`src/verilog/cpuPkg.sv`:
```
`default_nettype none

package cpuPkg;

	localparam int dataWidth = 32;
	localparam int regCount = 16;
	localparam int regSelWidth = 4;
	localparam int constWidth = 18; // Bit 17 of C is its sign
	localparam int opWidth = 5;

	// Low bit of each instruction field, C starts at bit 0
	localparam int opLsb = 27;
	localparam int raLsb = 23;
	localparam int rbLsb = 19;
	localparam int rcLsb = 15;

	// Encodings follow the course instruction set
	typedef enum logic [opWidth-1:0] {
		opAdd = 5'b00011,
		opSub = 5'b00100,
		opAnd = 5'b01010,
		opOr = 5'b01011,
		opAddi = 5'b01100,
		opAndi = 5'b01101,
		opOri = 5'b01110,
		opOut = 5'b10111
	} opcode_t;

	typedef enum logic [2:0] {
		stIdle,
		stT3,
		stT4,
		stT5,
		stAck // Waits for the source to drop instrReq
	} step_t;

endpackage

`default_nettype wire

```
`src/verilog/selectAndEncode.sv`:
```
`timescale 1ns/10ps
`default_nettype none

module selectAndEncode import cpuPkg::*; (
	input logic Gra, Grb, Grc, Rin, Rout, BAout,
	input logic [dataWidth-1:0] IRout,
	output logic [regCount-1:0] regsIn, regsOut,
	output logic [dataWidth-1:0] CSE
);

	logic [regSelWidth-1:0] raGated, rbGated, rcGated;
	logic [regSelWidth-1:0] regSel;
	logic [regCount-1:0] decoded;

	always_comb begin
		raGated = IRout[raLsb +: regSelWidth] & {regSelWidth{Gra}};
		rbGated = IRout[rbLsb +: regSelWidth] & {regSelWidth{Grb}};
		rcGated = IRout[rcLsb +: regSelWidth] & {regSelWidth{Grc}};
		// Only one of the field selects is set in any control step
		regSel = raGated | rbGated | rcGated;

		decoded = '0;
		decoded[regSel] = 1'b1;

		regsIn = Rin ? decoded : '0;
		regsOut = (Rout | BAout) ? decoded : '0; // BAout reads through the same decoder
	end

	assign CSE = {{(dataWidth - constWidth){IRout[constWidth-1]}}, IRout[constWidth-1:0]};

	// The control unit never writes and reads a register in the same step
	always_comb begin
		assert ($onehot0(regsIn) && $onehot0(regsOut) && !(|regsIn && |regsOut))
			else $error("selectAndEncode: bad register enable pattern");
	end

endmodule

`default_nettype wire

```
`src/verilog/registerFile.sv`:
```
`timescale 1ns/10ps
`default_nettype none

module registerFile import cpuPkg::*; (
	input logic clock, rst,
	input logic [regCount-1:0] regsIn, regsOut,
	input logic BAout,
	input logic [dataWidth-1:0] bus,
	output logic [regCount*dataWidth-1:0] regValues
);

	logic [dataWidth-1:0] regs [regCount];

	always_ff @(posedge clock) begin
		if (rst) begin
			for (int i = 0; i < regCount; i++) begin
				regs[i] <= '0;
			end
		end else begin
			for (int i = 0; i < regCount; i++) begin
				if (regsIn[i])
					regs[i] <= bus;
			end
		end
	end

	always_comb begin
		for (int i = 1; i < regCount; i++) begin
			regValues[i*dataWidth +: dataWidth] = regs[i];
		end
		// Base addressing through R0 means an address offset of zero,
		// whatever R0 itself holds
		if (BAout && regsOut[0])
			regValues[0 +: dataWidth] = '0;
		else
			regValues[0 +: dataWidth] = regs[0];
	end

	// Only the base-address step uses BAout, and it never writes back
	assert property (@(posedge clock) disable iff (rst) BAout |-> regsIn == '0)
		else $error("registerFile: write during base-address read");

endmodule

`default_nettype wire

```
`src/verilog/busMux.sv`:
```
`timescale 1ns/10ps
`default_nettype none

module busMux import cpuPkg::*; (
	input logic clock, rst,
	input logic [regCount-1:0] regsOut,
	input logic [regCount*dataWidth-1:0] regValues,
	input logic Rout, BAout, Zout, Cout, outPortIn,
	input logic [dataWidth-1:0] zValue, CSE,
	output logic [dataWidth-1:0] bus,
	output logic [dataWidth-1:0] outPort
);

	logic regGroup;
	logic [dataWidth-1:0] regBus;

	assign regGroup = Rout | BAout;

	always_comb begin
		regBus = '0;
		for (int i = 0; i < regCount; i++) begin
			if (regsOut[i])
				regBus = regBus | regValues[i*dataWidth +: dataWidth];
		end
	end

	// Sources are ORed, an idle bus reads as zero
	assign bus = (regGroup ? regBus : '0) | (Zout ? zValue : '0) | (Cout ? CSE : '0);

	always_ff @(posedge clock) begin
		if (rst)
			outPort <= '0;
		else if (outPortIn)
			outPort <= bus;
	end

	assert property (@(posedge clock) disable iff (rst) $onehot0({regGroup, Zout, Cout}))
		else $error("busMux: more than one bus source active");

endmodule

`default_nettype wire

```
`src/verilog/alu.sv`:
```
`timescale 1ns/10ps
`default_nettype none

module alu import cpuPkg::*; (
	input logic clock, rst, Yin, Zin,
	input opcode_t aluOp,
	input logic [dataWidth-1:0] bus,
	output logic [dataWidth-1:0] zValue
);

	logic [dataWidth-1:0] y;
	logic [dataWidth-1:0] result;

	// Y holds the first operand while the second one is on the bus
	always_ff @(posedge clock) begin
		if (rst)
			y <= '0;
		else if (Yin)
			y <= bus;
	end

	always_comb begin
		case (aluOp)
			opAdd, opAddi: begin
				result = y + bus;
			end
			opSub: begin
				result = y - bus; // Wraps modulo 2^32
			end
			opAnd, opAndi: begin
				result = y & bus;
			end
			opOr, opOri: begin
				result = y | bus;
			end
			default: begin
				result = '0;
			end
		endcase
	end

	always_ff @(posedge clock) begin
		if (rst)
			zValue <= '0;
		else if (Zin)
			zValue <= result;
	end

endmodule

`default_nettype wire

```
`src/verilog/controlUnit.sv`:
```
`timescale 1ns/10ps
`default_nettype none

module controlUnit import cpuPkg::*; (
	input logic clock, rst, instrReq,
	input logic [dataWidth-1:0] instr,
	output logic instrAck, busy,
	output logic [dataWidth-1:0] IRout,
	output logic Gra, Grb, Grc, Rin, Rout, BAout, Yin, Zin, Zout, Cout, outPortIn,
	output opcode_t aluOp
);

	step_t state;
	logic regForm, immForm;

	always_ff @(posedge clock) begin
		if (rst) begin
			state <= stIdle;
			instrAck <= 1'b0;
		end else begin
			case (state)
				stIdle: begin
					if (instrReq)
						state <= stT3;
				end
				stT3: state <= stT4;
				stT4: state <= stT5;
				stT5: state <= stAck;
				stAck: begin
					if (!instrAck) begin
						instrAck <= 1'b1;
					end else if (!instrReq) begin
						instrAck <= 1'b0;
						state <= stIdle;
					end
				end
				default: state <= stIdle;
			endcase
		end
	end

	always_ff @(posedge clock) begin
		if (!rst && state == stIdle && instrReq)
			IRout <= instr;
	end

	assign aluOp = opcode_t'(IRout[opLsb +: opWidth]);
	assign busy = state != stIdle;

	always_comb begin
		regForm = aluOp inside {opAdd, opSub, opAnd, opOr};
		immForm = aluOp inside {opAddi, opAndi, opOri};

		Gra = 1'b0;
		Grb = 1'b0;
		Grc = 1'b0;
		Rin = 1'b0;
		Rout = 1'b0;
		BAout = 1'b0;
		Yin = 1'b0;
		Zin = 1'b0;
		Zout = 1'b0;
		Cout = 1'b0;
		outPortIn = 1'b0;

		case (state)
			stT3: begin
				// Rb goes to Y, through base addressing for the immediate forms
				Grb = regForm | immForm;
				Rout = regForm;
				BAout = immForm;
				Yin = regForm | immForm;
				if (aluOp == opOut) begin
					Gra = 1'b1;
					Rout = 1'b1;
					outPortIn = 1'b1;
				end
			end
			stT4: begin
				Grc = regForm;
				Rout = regForm;
				Cout = immForm;
				Zin = regForm | immForm;
			end
			stT5: begin
				Zout = regForm | immForm; // Write the result back to Ra
				Gra = regForm | immForm;
				Rin = regForm | immForm;
			end
			default: begin
			end
		endcase
	end

	assert property (@(posedge clock) disable iff (rst) $rose(instrAck) |-> state == stAck)
		else $error("controlUnit: instrAck rose outside stAck");

endmodule

`default_nettype wire

```
`src/verilog/datapathTop.sv`:
```
`timescale 1ns/10ps
`default_nettype none

module datapathTop import cpuPkg::*; (
	input logic clock, rst,
	input logic instrReq,
	input logic [dataWidth-1:0] instr,
	output logic instrAck, busy,
	output logic [dataWidth-1:0] outPort
);

	logic [dataWidth-1:0] IRout, CSE, bus, zValue;
	logic Gra, Grb, Grc, Rin, Rout, BAout;
	logic Yin, Zin, Zout, Cout, outPortIn;
	opcode_t aluOp;
	logic [regCount-1:0] regsIn, regsOut;
	logic [regCount*dataWidth-1:0] regValues;

	controlUnit controlUnit_inst (
		.clock(clock), .rst(rst), .instrReq(instrReq), .instr(instr),
		.instrAck(instrAck), .busy(busy), .IRout(IRout),
		.Gra(Gra), .Grb(Grb), .Grc(Grc), .Rin(Rin), .Rout(Rout), .BAout(BAout),
		.Yin(Yin), .Zin(Zin), .Zout(Zout), .Cout(Cout), .outPortIn(outPortIn),
		.aluOp(aluOp)
	);

	selectAndEncode selectAndEncode_inst (
		.Gra(Gra), .Grb(Grb), .Grc(Grc), .Rin(Rin), .Rout(Rout), .BAout(BAout),
		.IRout(IRout),
		.regsIn(regsIn), .regsOut(regsOut),
		.CSE(CSE)
	);

	registerFile registerFile_inst (
		.clock(clock), .rst(rst),
		.regsIn(regsIn), .regsOut(regsOut),
		.BAout(BAout),
		.bus(bus),
		.regValues(regValues)
	);

	busMux busMux_inst (
		.clock(clock), .rst(rst),
		.regsOut(regsOut), .regValues(regValues),
		.Rout(Rout), .BAout(BAout), .Zout(Zout), .Cout(Cout), .outPortIn(outPortIn),
		.zValue(zValue), .CSE(CSE),
		.bus(bus),
		.outPort(outPort)
	);

	alu alu_inst (
		.clock(clock), .rst(rst), .Yin(Yin), .Zin(Zin),
		.aluOp(aluOp),
		.bus(bus),
		.zValue(zValue)
	);

endmodule

`default_nettype wire

```
`config.mk`:
```
export PLATFORM = sky130hd
export DESIGN_NAME = datapathTop
export DESIGN_NICKNAME = d
export VERILOG_FILES = /design/src/verilog/cpuPkg.sv /design/src/verilog/selectAndEncode.sv /design/src/verilog/registerFile.sv /design/src/verilog/busMux.sv /design/src/verilog/alu.sv /design/src/verilog/controlUnit.sv /design/src/verilog/datapathTop.sv
export SDC_FILE = /design/constraint.sdc
export NUM_CORES = 1
export LEC_CHECK = 0
export BUFFER_PORTS_ARGS = -buffer_cell sky130_fd_sc_hd__buf_2
export CAP_MARGIN = 15
export CORE_MARGIN = 4
export CORE_UTILIZATION = 30
export CTS_CLUSTER_DIAMETER = 40
export CTS_CLUSTER_SIZE = 16
export DETAILED_ROUTE_END_ITERATION = 8
export GPL_TIMING_DRIVEN = 0
export PLACE_DENSITY = 0.51
export SLEW_MARGIN = 20
export SYNTH_ARGS = -nofsm -noshare
export SYNTH_HDL_FRONTEND = slang
export SYNTH_SLANG_ARGS = --single-unit
```
`constraint.sdc`:
```
create_clock -name clock -period 12.5 [get_ports clock]
set_input_delay 3.75 -clock clock [delete_from_list [all_inputs] [get_ports clock]]
set_output_delay 3.75 -clock clock [all_outputs]
set_load 0.01 [all_outputs]
```
==> flow_summary.json, run 1 <==
{
  "ys_ff_latch": 644,
  "path_clk_slew_ps": 60,
  "grt_remaining_overflow": 0,
  "p_sw_w": 0.00162,
  "num_vias": 23800,
  "synth_warnings": 0,
  "synth_edf_count": 544,
  "clock_path_buffers": 3,
  "synth_ff_type": "edfxtp_1",
  "hpwl_mm": 84.9,
  "fin_area_mm2": 0.0357,
  "cp_slowest_cell": "nor4b_4",
  "hp-class": "flop to flop",
  "n_antenna_cell": 0,
  "cap_violations": 0,
  "fin_nets": 2808,
  "fin_crit_sh": 0.779,
  "crit_path_start_kind": "flop",
  "fin_setup_tns_ps": 0,
  "avgViaCountPerCell": 5.80,
  "antenna_found_initial": 6,
  "num_rows": 114,
  "cp_max_fo": 10,
  "intPower_w": 0.00444,
  "ant_nets": 0,
  "finalClockSkew_ps": 22.2,
  "seq_area_frac_synth": 0.625,
  "syn_area_mm2": 0.0293,
  "cellPowerDensity_mw_per_mm2": 170,
  "clockRootBuffer": "clkbuf_16",
  "route.detailed.drc": 0,
  "yosysTopAreaCellShare": 0.557,
  "worstMarginPinSlew_ps": 1280,
  "finalHoldViolCount": 0,
  "relSlewSlack": 0.147,
  "crit_required_ps": 13050,
  "totalWireLength_mm": 125,
  "setup_viol": 0,
  "initial_core_util": 0.303,
  "place_area_mm2": 0.0321,
  "final_max_slew_viol_count": 0,
  "wire_per_inst_um": 30.4,
  "synthToLayoutAreaGrowth_pct": 21.7,
  "syn_area_per_cell_um2": 11.6,
  "vdd_drop_max_uv": 105,
  "cts_buffers": 102,
  "clkPwrFrac": 0.488,
  "holdWs_ps": 495,
  "drt-initial-drc-count": 3321,
  "comb_power_share": 0.109,
  "cpMostUsedCell": "a21oi_1",
  "syn-instance-count": 2530,
  "fin_crit_ps": 9740,
  "path_buf_inv": 2,
  "seq_power_share": 0.403,
  "endpoint_kind": "flop",
  "synth-async-reset-ratio": 0,
  "yosys.area.top_type": "edfxtp_1",
  "fmaxAchievable_ghz": 0.103,
  "die_width_um": 321,
  "grt_max_degree": 33,
  "core_mm2": 0.0969,
  "status": "finished clean",
  "path_class": "flop to flop",
  "netlist-cell-type-count": 94,
  "grt_setup_unrepaired": "false",
  "cts_resized": 0,
  "sw_frac_of_total": 0.268,
  "postCtsHoldBufs": 0,
  "dr.pass1.iters": 7,
  "synth_area_leaders": "edfxtp_1 (56%), dfxtp_1 (6.8%), nor2_1 (6.0%)",
  "cts_tree": "built",
  "gp_congestion": 0.942,
  "drive_gt1_frac": 0.158,
  "first_global_vias": 23200,
  "cts_setup_buffers": 0,
  "total_leakage_power_nw": 12.4,
  "cpPeakStageDelay_ps": 830,
  "die_y_um": 321,
  "worstPathArrival_ps": 10290,
  "clock_sinks": 644,
  "die_area_mm2": 0.103,
  "htreeDepth": 3,
  "cp_top_family": "compound AO/OA/AOI/OAI gates",
  "portBuffers": 68,
  "finalCoreUtilization": 0.368,
  "grt_first_pass_wirelength_mm": 173,
  "syn-num-nets": 2601,
  "insertion_delay_ps": 660,
  "ios": 69,
  "grtUsageTotal": 0.235
}
worst register-to-register path: cells and delay by family (launching register included):
kind / cells / cell delay, ps
simple gates: 9 / 3490
compound gates: 14 / 3680
buf+inv: 2 / 1210
fa+ha+maj: 2 / 710
flops: 1 / 470
xor+xnor: 1 / 90
cell usage in the layout, fill, tap and decap left out, types with 82 or more instances in the layout:
master       n
a211oi_1    82
a21oi_1     92
buf_2      108
clkbuf_1   159
clkbuf_16  103
dfxtp_1    100
edfxtp_1   544
nand2_1    131
nor2_1     470
o21ai_0     88
through the flow:
| stage | power (W) | setup WS, ps | std cells |
|---|---|---|---|
| 2_1_floorplan | 0.00289 | 4720 | 2530 |
| 3_3_place_gp | 0.00311 | 2380 | 3874 |
| 3_5_place_dp | 0.00313 | 3180 | 3909 |
| 4_1_cts | 0.00606 | 3090 | 4101 |
| 5_1_grt | 0.00622 | 2400 | 4101 |
| 6_report | 0.00606 | 2760 | 4101 |
registers in the layout (all words and copies together), names as in the netlist:
signal	count
controlUnit_inst.state	3
controlUnit_inst.instrAck	1
busMux_inst.outPort	32
registerFile_inst.regs	512
alu_inst.zValue	32
alu_inst.y	32
controlUnit_inst.IRout	32
area by class of cell:
cell class	count	area, µm²
buffer	210	881
clock buffer	110	2610
clock inverter	82	966
fill	9410	61200
inverter	49	184
multi-input combinational	1627	10200
sequential	644	18300
tap	1276	1600
timing repair buffer	103	857
per-layer routing:
layer | vias to the layer above | track usage | part of all wire
met1 | 11900 | 0.293 | 0.37
met4 | 12 | 0.111 | 0.052
met5 | - | 0 | 0.00098
met2 | 1551 | 0.383 | 0.46
met3 | 364 | 0.0620 | 0.11
li1 | 9966 | - | -
synthesized netlist by cell type, drive strengths merged, types with 22 or more instances:
cell    number
a221oi      32
xnor2       28
nor3        49
inv         49
xor2        28
o21ai       90
o22ai       30
nand3       47
nor2       472
a211oi      84
mux2i       39
buf         51
ha          35
edfxtp     544
a21oi       92
or2         37
nand2      133
nand4       30
a22o        23
dfxtp      100
nor4        22
clkbuf     159
a22oi       80
kinds of logic (layout without fill, tap and decap cells):
| kind of cell | after synthesis | after routing | synth area share |
|---|---|---|---|
| muxes | 52 | 52 | 0.0186 |
| DFF | 644 | 644 | 0.625 |
| buffers and inverters | 259 | 554 | 0.0361 |
| AOI/OAI and AO/OA | 597 | 597 | 0.145 |
| and+or+nand+nor | 886 | 886 | 0.143 |
| xor gates and xnor gates | 56 | 56 | 0.0167 |
| adders and majority gates | 36 | 36 | 0.0156 |
power by group through the flow:
stage                     logic, W  clock network, W  registers (W)
final                     0.000660           0.00296        0.00244
after CTS                 0.000648           0.00297        0.00244
after detailed placement  0.000643                 0        0.00248
after floorplan           0.000418                 0        0.00247
after global placement    0.000614                 0        0.00249
after global routing      0.000704           0.00307        0.00245
worst paths after layout:
| kind | from | to | slack, ps | cells past startpoint |
|---|---|---|---|---|
| setup reg to reg | controlUnit_inst.IRout[31] | alu_inst.zValue[30] | 2760 | 28 |
| hold / removal | alu_inst.zValue[16] | alu_inst.zValue[16] | 490 | 2 |
| setup / recovery | controlUnit_inst.IRout[31] | alu_inst.zValue[30] | 2760 | 28 |
| hold reg to reg | alu_inst.zValue[16] | alu_inst.zValue[16] | 490 | 2 |
Note: power is estimated with default switching activity, not from simulation.
==> run 2: changes to the inputs <==
clock period = 9.55 ns   (was 12.5 ns; I/O delays follow)
==> flow_summary.json, run 2 (synthesized netlist as in run 1, its figures left out) <==
{
  "totalWireLength_mm": 124,
  "synthToLayoutAreaGrowth_pct": 21.8,
  "insertion_delay_ps": 660,
  "finalClockSkew_ps": 18.2,
  "die_width_um": 321,
  "ant_nets": 0,
  "ios": 69,
  "cpPeakStageDelay_ps": 890,
  "fin_nets": 2809,
  "cp_max_fo": 10,
  "dr.pass1.iters": 8,
  "die_area_mm2": 0.103,
  "clock_path_buffers": 3,
  "vdd_drop_max_uv": 138,
  "hp-class": "flop to flop",
  "first_global_vias": 23200,
  "crit_path_start_kind": "flop",
  "reg2reg_depth": 28,
  "power_w": 0.00794,
  "cp_slowest_cell": "nor4_2",
  "layout_commonest_cell": "edfxtp_1",
  "drt-initial-drc-count": 3309,
  "cts_tree": "built",
  "intPower_w": 0.00581,
  "clkPwrFrac": 0.488,
  "htreeDepth": 3,
  "holdWs_ps": 495,
  "fmaxAchievable_ghz": 0.109,
  "gp_congestion": 0.942,
  "place_area_mm2": 0.0321,
  "crit_required_ps": 10100,
  "status": "finished clean",
  "grt_first_pass_wirelength_mm": 173,
  "comb_power_share": 0.109,
  "portBuffers": 68,
  "cts_buffers": 102,
  "clockRootBuffer": "clkbuf_16",
  "finalCoreUtilization": 0.369,
  "placedCellCount": 3909,
  "hpwl_mm": 84.9,
  "worstMarginPinSlew_ps": 1230,
  "mostFrequentLayoutCells": "edfxtp_1 (544), nor2_1 (470), clkbuf_1 (158), nand2_1 (131), buf_2 (108)",
  "initial_core_util": 0.303,
  "num_rows": 114,
  "endpoint_kind": "flop",
  "cp_top_family": "compound AO/OA/AOI/OAI gates",
  "num_vias": 23900,
  "worstPathArrival_ps": 9710,
  "cap_violations": 0,
  "total_leakage_power_nw": 12.4,
  "die_y_um": 321,
  "layout.cells.non_filler": 4104,
  "drive_gt1_frac": 0.160,
  "grt_max_degree": 33,
  "clock_sinks": 644,
  "relSlewSlack": 0.180,
  "core_mm2": 0.0969,
  "finalHoldViolCount": 0,
  "crit_cells": 28,
  "seq_power_share": 0.403,
  "wire_per_inst_um": 30.3,
  "path_buf_inv": 3,
  "fin_crit_ps": 9170,
  "grt_remaining_overflow": 0,
  "path_clk_slew_ps": 60,
  "antenna_found_initial": 6,
  "cpMostUsedCell": "a21oi_1",
  "min_path_cells": 2,
  "grtUsageTotal": 0.235,
  "final_max_slew_viol_count": 0,
  "path_class": "flop to flop",
  "largest-register": "registerFile_inst.regs",
  "fin_area_mm2": 0.0357,
  "sw_frac_of_total": 0.268,
  "p_sw_w": 0.00213,
  "route.detailed.drc": 0,
  "largest_register_ffs": 512,
  "cellPowerDensity_mw_per_mm2": 222,
  "fin_crit_sh": 0.960,
  "postCtsHoldBufs": 0,
  "setup_viol": 0,
  "avgViaCountPerCell": 5.82,
  "grt_setup_unrepaired": "false"
}
-- run 2: cell types whose count changed in the layout (fill, tap and decap cells not counted), sizes merged --
cell and change:
clkbuf +1, diode +2
-- run 2: power groups by stage --
| stage | Sequential (W) | Clock [W] | Combinational, W |
|---|---|---|---|
| after floorplan | 0.00324 | 0 | 0.000548 |
| after global placement | 0.00326 | 0 | 0.000803 |
| after detailed placement | 0.00325 | 0 | 0.000841 |
| after CTS | 0.00320 | 0.00389 | 0.000848 |
| after global routing | 0.00320 | 0.00402 | 0.000922 |
| final | 0.00320 | 0.00388 | 0.000864 |
-- run 2: worst reg2reg max path, delay by kind of cell (launching register included) --
kind	cells	cell delay, ps
compound gates	16	4280
fa+ha+maj	1	400
xor+xnor	1	180
flops	1	510
simple gates	7	2360
buf+inv	3	1340
-- run 2: metrics by stage --
step	setup TNS, ps	worst slack (ps)
5_1_grt	0	97.5
3_3_place_gp	-3390	-567
6_report	0	384
3_5_place_dp	0	229
2_1_floorplan	0	2650
4_1_cts	0	142
-- run 2: path summary, 6_finish.rpt --
kind                                                 start             endpoint  slack, ps
worst max-delay path            controlUnit_inst.IRout[30]  alu_inst.zValue[30]        380
worst max register to register  controlUnit_inst.IRout[30]  alu_inst.zValue[30]        380
worst min register to register         alu_inst.zValue[16]  alu_inst.zValue[16]        500
worst min-delay path                   alu_inst.zValue[16]  alu_inst.zValue[16]        500
-- run 2: cell type report --
class                      instances  area [µm²]
antenna                            2        5.00
tap                             1276        1600
buffer                           209         880
inverter                          49         184
multi-input combinational       1627       10200
sequential                       644       18300
timing repair buffer             105         872
fill                            9407       61100
clock inverter                    82         966
clock buffer                     110        2610
-- run 2: per-layer routing --
layer | GRT usage | routed length (µm)
met1 | 0.293 | 46500
met2 | 0.383 | 57100
met3 | 0.0620 | 14100
met4 | 0.111 | 6560
met5 | 0 | 107
-- run 2: what timing repair did --
action	in CTS	in global routing
gates resized for setup	0	6
setup buffers	0	2
endpoints found under the setup margin	0	9
